$ cat config.mk
export PLATFORM = sky130hd
export DESIGN_NAME = vga_display_top
export DESIGN_NICKNAME = d
export VERILOG_FILES = /design/src/rtl/vga_pkg.sv /design/src/rtl/vga_if.sv /design/src/rtl/vga_display_top.sv /design/src/rtl/pixel_serializer.sv /design/src/rtl/frame_vram.sv /design/src/rtl/vram_fetch.sv /design/src/rtl/vga_timing.sv
export VERILOG_INCLUDE_DIRS = /design/src /design/src/rtl
export SDC_FILE = /design/constraint.sdc
export NUM_CORES = 2
export LEC_CHECK = 0
export BUFFER_PORTS_ARGS = -buffer_cell sky130_fd_sc_hd__clkbuf_2
export CAP_MARGIN = 20
export CORE_ASPECT_RATIO = 0.7
export CORE_MARGIN = 2
export CORE_UTILIZATION = 50
export DETAILED_ROUTE_END_ITERATION = 10
export GPL_ROUTABILITY_DRIVEN = 0
export PLACE_DENSITY_LB_ADDON = 0.1
export SYNTH_ARGS = -nofsm -noshare
export SYNTH_HDL_FRONTEND = slang
export SYNTH_SLANG_ARGS = --single-unit
$ cat constraint.sdc
create_clock -name vga_clk -period 8.3 [get_ports vga_clk]
set_input_delay 0.83 -clock vga_clk [delete_from_list [all_inputs] [get_ports vga_clk]]
set_output_delay 0.83 -clock vga_clk [all_outputs]
set_load 0.02 [all_outputs]
$ cat src/rtl/vga_config.svh
// VGA display configuration
`ifndef VGA_CONFIG_SVH
`define VGA_CONFIG_SVH

// Horizontal timing, in pixel clocks
`define H_DISP    96
`define H_FPORCH  8
`define H_SYNC    12
`define H_BPORCH  12

// Vertical timing, in lines
`define V_DISP    24
`define V_FPORCH  2
`define V_SYNC    4
`define V_BPORCH  2

// Box placement in pixels, width a multiple of 32
`define BOX_H_OFFSET  16
`define BOX_WIDTH     64
`define BOX_V_OFFSET  4
`define BOX_HEIGHT    16

`define VRAM_WORDS     64
`define FETCH_CREDITS  2

`endif
$ cat src/rtl/vga_pkg.sv
// VGA display shared types

package vga_pkg;

   ////////////////////////////////////////
   // Scan position

   // Wide enough for any line or frame count
   typedef logic [10:0] coord_t;

   ////////////////////////////////////////
   // Frame memory

   // Word address into the frame VRAM
   typedef logic [5:0] vram_addr_t;

   // 32 pixels, bit 0 shown first
   typedef logic [31:0] vram_word_t;

   ////////////////////////////////////////
   // Flow control

   // Credits held by the fetcher, also the FIFO fill level
   typedef logic [1:0] credit_t;

endpackage

$ cat src/rtl/vga_if.sv
// Scan and VRAM read interfaces
`timescale 1ns/1ps

// Registered scan flags, all for one screen position
interface scan_if;
   logic hsync;
   logic vsync;
   logic blank;
   logic in_box;
   logic in_border;
   logic word_pop;
   logic frame_start;

   modport source (
      output hsync, vsync, blank, in_box, in_border, word_pop, frame_start
   );
   modport sink (
      input hsync, vsync, blank, in_box, in_border, word_pop, frame_start
   );
endinterface

// Word reads from the frame VRAM, with credits back to the fetcher
interface vram_rd_if;
   logic                 req;
   vga_pkg::vram_addr_t  addr;
   vga_pkg::vram_word_t  rdata;
   logic                 rdata_valid;
   logic                 credit;

   modport fetch (
      output req, addr,
      input  credit
   );
   modport memory (
      input  req, addr,
      output rdata, rdata_valid
   );
   modport serializer (
      input  rdata, rdata_valid,
      output credit
   );
endinterface

$ cat src/rtl/vga_display_top.sv
// VGA frame display top level
`timescale 1ns/1ps

module vga_display_top (
   input  logic                vga_clk,
   input  logic                reset,
   input  logic                host_we,
   input  vga_pkg::vram_addr_t host_addr,
   input  vga_pkg::vram_word_t host_wdata,
   output logic                vga_r,
   output logic                vga_g,
   output logic                vga_b,
   output logic                vga_hsync,
   output logic                vga_vsync,
   output logic                vga_blank
);

   scan_if    scan0 ();
   vram_rd_if rd0 ();

   ////////////////////////////////////////
   // Scan and fetch

   vga_timing u_timing (
      .vga_clk (vga_clk),
      .reset   (reset),
      .scan    (scan0)
   );

   vram_fetch u_fetch (
      .vga_clk (vga_clk),
      .reset   (reset),
      .scan    (scan0),
      .rd      (rd0)
   );

   frame_vram u_vram (
      .vga_clk    (vga_clk),
      .reset      (reset),
      .host_we    (host_we),
      .host_addr  (host_addr),
      .host_wdata (host_wdata),
      .rd         (rd0)
   );

   ////////////////////////////////////////
   // Pixel output

   pixel_serializer u_serializer (
      .vga_clk   (vga_clk),
      .reset     (reset),
      .scan      (scan0),
      .rd        (rd0),
      .vga_r     (vga_r),
      .vga_g     (vga_g),
      .vga_b     (vga_b),
      .vga_hsync (vga_hsync),
      .vga_vsync (vga_vsync),
      .vga_blank (vga_blank)
   );

endmodule

$ cat src/rtl/pixel_serializer.sv
// Pixel serializer and color output
`timescale 1ns/1ps
`include "vga_config.svh"

module pixel_serializer (
   input logic           vga_clk,
   input logic           reset,
   scan_if.sink          scan,
   vram_rd_if.serializer rd,
   output logic          vga_r,
   output logic          vga_g,
   output logic          vga_b,
   output logic          vga_hsync,
   output logic          vga_vsync,
   output logic          vga_blank
);

   // Two entries, so one-bit pointers
   vga_pkg::vram_word_t fifo_mem [`FETCH_CREDITS];
   logic                wr_ptr;
   logic                rd_ptr;
   vga_pkg::credit_t    fifo_count;

   vga_pkg::vram_word_t head;
   vga_pkg::vram_word_t shift_q;
   logic                pop;
   logic                pixel;
   logic                color_q;

   assign head = fifo_mem[rd_ptr];
   assign pop  = scan.word_pop && (fifo_count != '0);

   ////////////////////////////////////////
   // Word FIFO

   always_ff @(posedge vga_clk) begin
      if (rd.rdata_valid)
         fifo_mem[wr_ptr] <= rd.rdata;
   end

   always_ff @(posedge vga_clk or posedge reset) begin
      if (reset) begin
         wr_ptr     <= 1'b0;
         rd_ptr     <= 1'b0;
         fifo_count <= '0;
         rd.credit  <= 1'b0;
      end else begin
         if (rd.rdata_valid)
            wr_ptr <= ~wr_ptr;
         if (pop)
            rd_ptr <= ~rd_ptr;
         case ({rd.rdata_valid, pop})
            2'b10:   fifo_count <= fifo_count + 1'b1;
            2'b01:   fifo_count <= fifo_count - 1'b1;
            default: fifo_count <= fifo_count;
         endcase
         // Freed slot goes back to the fetcher
         rd.credit <= pop;
      end
   end

   ////////////////////////////////////////
   // Shift register and color

   // Bit 0 of a new word shows on the pop cycle itself
   always_ff @(posedge vga_clk) begin
      if (pop)
         shift_q <= {1'b0, head[31:1]};
      else if (scan.in_box)
         shift_q <= {1'b0, shift_q[31:1]};
   end

   always_comb begin
      if (scan.in_box)
         pixel = pop ? head[0] : shift_q[0];
      else
         pixel = scan.in_border;
   end

   // Sync and blank delayed to line up with the color
   always_ff @(posedge vga_clk or posedge reset) begin
      if (reset) begin
         color_q   <= 1'b0;
         vga_hsync <= 1'b0;
         vga_vsync <= 1'b0;
         vga_blank <= 1'b1;
      end else begin
         color_q   <= pixel && !scan.blank;
         vga_hsync <= scan.hsync;
         vga_vsync <= scan.vsync;
         vga_blank <= scan.blank;
      end
   end

   // Monochrome, same level on all three guns
   assign vga_r = color_q;
   assign vga_g = color_q;
   assign vga_b = color_q;

endmodule

$ cat src/rtl/frame_vram.sv
// Frame VRAM with host write port
`timescale 1ns/1ps
`include "vga_config.svh"

module frame_vram (
   input logic                vga_clk,
   input logic                reset,
   input logic                host_we,
   input vga_pkg::vram_addr_t host_addr,
   input vga_pkg::vram_word_t host_wdata,
   vram_rd_if.memory          rd
);

   vga_pkg::vram_word_t mem [`VRAM_WORDS];
   vga_pkg::vram_word_t rdata_s1;
   logic                valid_s1;

   // Host write
   always_ff @(posedge vga_clk) begin
      if (host_we)
         mem[host_addr] <= host_wdata;
   end

   ////////////////////////////////////////
   // Two-stage read pipeline

   always_ff @(posedge vga_clk) begin
      if (rd.req)
         rdata_s1 <= mem[rd.addr];
      rd.rdata <= rdata_s1;
   end

   // Valid travels alongside the data
   always_ff @(posedge vga_clk or posedge reset) begin
      if (reset) begin
         valid_s1       <= 1'b0;
         rd.rdata_valid <= 1'b0;
      end else begin
         valid_s1       <= rd.req;
         rd.rdata_valid <= valid_s1;
      end
   end

endmodule

$ cat src/rtl/vram_fetch.sv
// VRAM word fetcher
`timescale 1ns/1ps
`include "vga_config.svh"

module vram_fetch (
   input logic      vga_clk,
   input logic      reset,
   scan_if.sink     scan,
   vram_rd_if.fetch rd
);

   localparam int FRAME_WORDS = (`BOX_WIDTH / 32) * `BOX_HEIGHT;

   vga_pkg::credit_t   credits;
   vga_pkg::credit_t   credits_next;
   vga_pkg::vram_addr_t next_addr;
   logic               issue;

   ////////////////////////////////////////
   // Credit accounting

   // Credits for the next cycle, with this cycle's req and return applied
   always_comb begin
      credits_next = credits + vga_pkg::credit_t'(rd.credit)
                     - vga_pkg::credit_t'(rd.req);
      issue = (credits_next != '0) && (next_addr < FRAME_WORDS) && !scan.frame_start;
   end

   always_ff @(posedge vga_clk or posedge reset) begin
      if (reset) begin
         credits <= vga_pkg::credit_t'(`FETCH_CREDITS);
         rd.req  <= 1'b0;
      end else begin
         credits <= credits_next;
         rd.req  <= issue;
      end
   end

   ////////////////////////////////////////
   // Sequential address

   // Also counts the words issued in this frame
   always_ff @(posedge vga_clk or posedge reset) begin
      if (reset)
         next_addr <= '0;
      else if (scan.frame_start)
         next_addr <= '0;
      else if (issue)
         next_addr <= next_addr + 1'b1;
   end

   always_ff @(posedge vga_clk) begin
      if (issue)
         rd.addr <= next_addr;
   end

endmodule

$ cat src/rtl/vga_timing.sv
// VGA scan timing generator
`timescale 1ns/1ps
`include "vga_config.svh"

module vga_timing (
   input logic    vga_clk,
   input logic    reset,
   scan_if.source scan
);

   localparam int H_TOTAL  = `H_DISP + `H_FPORCH + `H_SYNC + `H_BPORCH;
   localparam int V_TOTAL  = `V_DISP + `V_FPORCH + `V_SYNC + `V_BPORCH;
   localparam int HS_START = `H_DISP + `H_FPORCH;
   localparam int HS_END   = HS_START + `H_SYNC;
   localparam int VS_START = `V_DISP + `V_FPORCH;
   localparam int VS_END   = VS_START + `V_SYNC;

   // First column and row past the box
   localparam int BOX_H_END = `BOX_H_OFFSET + `BOX_WIDTH;
   localparam int BOX_V_END = `BOX_V_OFFSET + `BOX_HEIGHT;

   vga_pkg::coord_t h_cnt;
   vga_pkg::coord_t v_cnt;
   vga_pkg::coord_t h_rel;

   logic active;
   logic h_box;
   logic v_box;
   logic h_span;
   logic v_span;
   logic h_edge;
   logic v_edge;

   ////////////////////////////////////////
   // Line and frame counters

   always_ff @(posedge vga_clk or posedge reset) begin
      if (reset) begin
         h_cnt <= '0;
         v_cnt <= '0;
      end else if (h_cnt == vga_pkg::coord_t'(H_TOTAL - 1)) begin
         h_cnt <= '0;
         if (v_cnt == vga_pkg::coord_t'(V_TOTAL - 1))
            v_cnt <= '0;
         else
            v_cnt <= v_cnt + 1'b1;
      end else begin
         h_cnt <= h_cnt + 1'b1;
      end
   end

   ////////////////////////////////////////
   // Position decode

   always_comb begin
      active = (h_cnt < `H_DISP) && (v_cnt < `V_DISP);
      h_box  = (h_cnt >= `BOX_H_OFFSET) && (h_cnt < BOX_H_END);
      v_box  = (v_cnt >= `BOX_V_OFFSET) && (v_cnt < BOX_V_END);
      // Border is one pixel outside the box on every side
      h_span = (h_cnt >= `BOX_H_OFFSET - 1) && (h_cnt <= BOX_H_END);
      v_span = (v_cnt >= `BOX_V_OFFSET - 1) && (v_cnt <= BOX_V_END);
      h_edge = (h_cnt == `BOX_H_OFFSET - 1) || (h_cnt == BOX_H_END);
      v_edge = (v_cnt == `BOX_V_OFFSET - 1) || (v_cnt == BOX_V_END);
      h_rel  = h_cnt - vga_pkg::coord_t'(`BOX_H_OFFSET);
   end

   // All flags registered together
   always_ff @(posedge vga_clk or posedge reset) begin
      if (reset) begin
         scan.hsync       <= 1'b0;
         scan.vsync       <= 1'b0;
         scan.blank       <= 1'b1;
         scan.in_box      <= 1'b0;
         scan.in_border   <= 1'b0;
         scan.word_pop    <= 1'b0;
         scan.frame_start <= 1'b0;
      end else begin
         scan.hsync       <= (h_cnt >= HS_START) && (h_cnt < HS_END);
         scan.vsync       <= (v_cnt >= VS_START) && (v_cnt < VS_END);
         scan.blank       <= !active;
         scan.in_box      <= active && h_box && v_box;
         scan.in_border   <= active && ((h_edge && v_span) || (v_edge && h_span));
         // New word at each 32-pixel boundary inside the box
         scan.word_pop    <= active && h_box && v_box && (h_rel[4:0] == 5'd0);
         scan.frame_start <= (v_cnt == vga_pkg::coord_t'(VS_START)) && (h_cnt == '0);
      end
   end

endmodule

======== Word-level counts from Yosys, hierarchy flattened ========
Memory sizes are Yosys's and may differ from the RTL's. A register that Yosys moved wholly into a read port is not among the register bits.
Cells that the tools add are included.
Widths: inputs -> output; s select.
word-level totals
  register bits after elaboration ......... 118
  RAM bits ................................ 2112
  input bits .............................. 41
  word-level logic and storage cells ...... 105
  output and inout bits ................... 6
  memories ................................ 2
  bits in latches ......................... 0
  bits in read-only memories .............. 0
memory list
  memory                 words  width  rd ports  clocked after Yosys merged registers in  wr ports  line                    source
  u_vram.mem             64     32     1         1                                        1         frame_vram.sv:14        vga_pkg::vram_word_t mem [`VRAM_WORDS];
  u_serializer.fifo_mem  2      32     1         0                                        1         pixel_serializer.sv:19  vga_pkg::vram_word_t fifo_mem [`FETCH_CREDITS];
operators by class
  $mul .................................... 0
  magnitude comparators ................... 15
  equal/unequal tests ..................... 9
  reductions and logical operators ........ 31
  mux-type cells .......................... 13
  divide/modulo/power cells ............... 0
  bitwise logic cells ..................... 2
  shifts and indexed selects .............. 0
  add/sub/neg operators ................... 8
operator list
  kind                   count
  $mux 31                2
  $eq 11x5->1 const B    3
  $lt 11x5->1 const B    3
  $lt 11x7->1 const B    3
  $add 11x1->11 const B  2
  $eq 11x7->1 const B    2
  $ge 11x5->1 const B    2
  $mux 11                2
  $logic_and 1x1->1      18
  $mux 6                 2
  $eq 11x2->1 const B    1
  $eq 11x4->1 const B    1
  $ge 11x2->1 const B    1
  $ge 11x3->1 const B    1
  $ge 11x4->1 const B    1
  $ge 11x7->1 const B    1
  $le 11x5->1 const B    1
  $le 11x7->1 const B    1
  $logic_not 11->1       1
  $reduce_bool 2->1      5
  $add 6x1->6 const B    1
  $lt 6x6->1 const B     1
  $mux 1                 6
  $logic_not 5->1        1
  11 further kinds       16

======== Logic depth before layout (Yosys ltp) ========
  word-level depth ........................ 7
  mapped depth ............................ 10
  gate-level depth less buffers ........... 9

======== By module ========
Synthesis repeated with hierarchy kept, for this count alone.
unflattened totals
  cells, all modules ...................... 3970
  area total of the unflattened synthesis .. 85896.1 um^2
by module, submodules not included
  module            sequential area each (um^2)  times used  cells an instance  area each (um^2)
  frame_vram        63150.6                      1           3546               79814.0
  pixel_serializer  3079.2                       1           229                3920.0
  vga_timing        726.9                        1           143                1481.4
  vram_fetch        406.6                        1           52                 680.7

======== Worst setup path before layout ========
OpenSTA, ideal clock, no wires.
  path kind ............................... input to register
  start point ............................. input host_addr[4]
  end point ............................... memory u_vram.mem[32][0] (netlist bit) (enable)
  required time ........................... 7839 ps
  path buffers ............................ 1
  library setup time ...................... 461 ps
  slack ................................... 4164 ps
  data arrival time ....................... 3675 ps
  stages on the path ...................... 4
  cell sequence ........................... clkbuf_1 -> nor4bb_1 -> nand2b_1 -> nor3_1
RTL lines
  item                line                  source
  start: declaration  vga_display_top.sv:8  input vga_pkg::vram_addr_t host_addr,
  end: declaration    frame_vram.sv:14
No word-level cell before the write port.

==> flow_metrics.py <==
metrics = {
    "worst_setup_path": {
        "worstRegToRegCells": 6,
        "crit_type": "register to register",
        "critPathLaunchType": "register",
        "critPathRequiredTime_ns": 8.84,
        "crit_start": "u_fetch.rd.addr[0]",
        "critPathMaxFanout": 53,
        "setup.worst_path.end": "u_vram.rdata_s1[30]",
        "arrival_ns": 4.47,
        "cp-end-kind": "register",
        "timing.rr.start": "u_fetch.rd.addr[0]",
        "timing.rr.end": "u_vram.rdata_s1[30]",
        "ff2ff_setup_slack_ns": 4.37,
    },
    "global_routing": {
        "grt_max_degree": 103,
        "gr-total-overflow": 0,
        "antenna_found_initial": 25,
        "grt_pass1_wl_mm": 321.2,
        "grt_pass1_vias": 39700,
        "grt_use_total_pct": 26.82,
    },
    "die": {
        "die_area_um2": 173800,
        "die_h_um": 349.4,
        "start_util_pct": 50.45,
        "ios": 47,
        "fp.dieW_um": 497.4,
        "core_um2": 168800,
        "rows": 126,
    },
    "logic_synthesis": {
        "synth_top_area_share_pct": 76.88,
        "synth_flop_cell": "edfxtp_1",
        "synthAdderAreaFrac_pct": 0.1028,
        "yosys.area_share.simple_pct": 1.909,
        "synth_edf_count": 2181,
        "async_flop_share_pct": 2.166,
        "synth_compound_area_share_pct": 2.548,
        "synth-seq-cells": 2262,
        "synthesis.area_um2": 85190,
        "synth-xor-area-share_pct": 0.2835,
        "postSynthAreaPerCell_um2": 22.42,
        "synth_top_family_by_area": "multiplexers",
        "synthTopCellsByArea": "edfxtp_1, mux4_2, dfrtp_1",
        "syn_inst": 3799,
        "synth.yosys.seq_area_share_pct": 79.07,
        "yosys.cell_types.count": 60,
        "syn-num-nets": 3847,
        "yosysWarnings": 0,
        "yosysTopAreaCell": "edfxtp_1",
        "synthMuxAreaShare_pct": 14.67,
    },
    "sta": {
        "setup_viol": 0,
        "post-route-min-period_ns": 3.926,
        "fin_ws_ns": 4.374,
        "finalMaxSlewViolations": 0,
        "fmax_ghz": 0.2547,
        "max_slew_margin_pct": 20.27,
        "post-route-period-util_pct": 47.30,
        "worst_slew_pin_slew_ns": 1.196,
        "worst_clock_skew_ns": 0.03751,
        "hold_viol": 0,
        "whs_ns": 0.1608,
        "grt_setup_unrepaired": "false",
        "fin_tns_setup_ns": 0,
    },
    "clocking": {
        "path_clk_slew_ns": 0.07,
        "h-tree-depth": 4,
        "cts_sinks": 2262,
        "clk_path_buf_depth": 3,
        "insertion_delay_ns": 0.85,
        "post_cts_resized": 0,
        "cts_buffers": 206,
        "cts_tree": "done",
        "holdBufCountCts": 0,
        "cts_setup_buffers": 0,
        "cts_root_buf": "clkbuf_16",
    },
    "run": {
        "maxCapViolCount": 0,
    },
    "cells_and_area": {
        "layout_commonest_cell": "edfxtp_1",
        "final-seq-area_um2": 67370,
        "fillers": 12320,
        "multi_input_area_um2": 17170,
        "final_cell_mix": "edfxtp_1, mux4_2, clkbuf_16",
        "syn2layout_area_growth_pct": 12.17,
        "fin_nets": 4059,
        "stdcell_count": 6432,
        "design_area_um2": 95550,
        "fin_util_pct": 56.59,
        "drive_gt1_share_pct": 26.50,
    },
    "routing": {
        "drtAntennaViolNets": 0,
        "vias": 41520,
        "wl_per_cell_um": 36.06,
        "drt_iter0_markers": 6357,
        "drc": 0,
        "wirelength_mm": 231.9,
        "drt_first_pass_iters": 5,
        "vias_per_cell": 6.455,
    },
    "hold_path": {
        "min_path_type": "primary input to async pin",
    },
    "place": {
        "place_ws_ns": 4.312,
        "io_buffers": 46,
        "placed_cell_area_um2": 88970,
        "dp_hpwl_mm": 128.9,
        "dp.cells": 6042,
    },
    "run_status": {
        "status": "completed",
    },
    "power": {
        "fin_total_pwr_mw": 22.25,
        "leakage_nw": 30.79,
        "irDropWorstVdd_mv": 0.1808,
        "power_density_nw_per_um2": 232.9,
    },
}
## registers in the layout, indices dropped and copies added, names as in the netlist, 2 cells and up
| name | cells |
|---|---|
| u_serializer.fifo_mem | 64 |
| u_fetch.rd.addr | 6 |
| u_serializer.shift_q | 31 |
| u_serializer.fifo_count | 2 |
| u_vram.mem | 2048 |
| u_timing.h_cnt | 11 |
| u_vram.rdata_s1 | 32 |
| u_fetch.next_addr | 6 |
| u_fetch.credits | 2 |
| u_vram.rd.rdata | 32 |
| u_timing.v_cnt | 11 |
## synth_stat cells (all sizes together) (14+ instances only)
master,number
nand2b,16
o21ai,66
mux4,511
nor2b,14
mux2i,94
edfxtp,2181
dfrtp,46
inv,14
clkbuf,81
buf,124
nand2,86
nor4,28
dfxtp,32
nor3,26
a21oi,36
o221ai,33
o22ai,128
nor2,117
o22a,25
## power breakdown
group | internal, mW | switching [mW] | leakage, nW
clock | 5.20 | 4.15 | 3.18
combinational | 0.0495 | 0.272 | 7.18
sequential | 12.6 | 0.0155 | 20.4
## final cells by class
class / count / area share (%)
diodes: 11 / 0.02881
flip-flops and latches: 2262 / 70.50
repair buffers: 209 / 1.666
inverters: 14 / 0.05500
multi-input cells: 1318 / 17.97
clock buffers: 257 / 5.727
well taps: 2240 / 2.933
clock inverters: 121 / 1.122
## kinds of logic (layout without fill, tap and decap cells)
logic type | count (synthesis) | after routing
other | 0 | 11
buffers and inverters | 219 | 601
muxes | 609 | 609
DFF | 2262 | 2262
xor gates and xnor gates | 26 | 26
adders and majority gates | 7 | 7
AOI/OAI and AO/OA | 332 | 332
and+or+nand+nor | 344 | 344
## metal layers
layer | global-route usage (%) | up-vias | share of wire (%)
met1 | 42.31 | 22440 | 43
li1 | - | 16490 | -
met2 | 37.77 | 2307 | 43
met5 | 0 | - | 0.037
met3 | 7.204 | 276 | 12
met4 | 5.492 | 12 | 1.8
## how the worst min path moves through the flow
stage                     cells past startpoint                 from                      to
after floorplan                               0   u_vram.rdata_s1[0]      u_vram.rd.rdata[0]
after global placement                        0      u_vram.valid_s1   u_vram.rd.rdata_valid
after detailed placement                      0  u_timing.scan.hsync  u_serializer.vga_hsync
after CTS                                     3                reset      u_serializer.vga_b
after global routing                          3                reset      u_serializer.vga_b
final                                         3                reset      u_serializer.vga_b
## critical path, stage by stage, from the launching register on
cell and delay [ns]:
edfxtp_1 0.79, buf_12 0.43, mux4_2 0.59, mux2i_1 0.75, nand2_1 0.17, a31oi_1 0.69, a211oi_1 0.11
(Power assumes the default switching activity.)
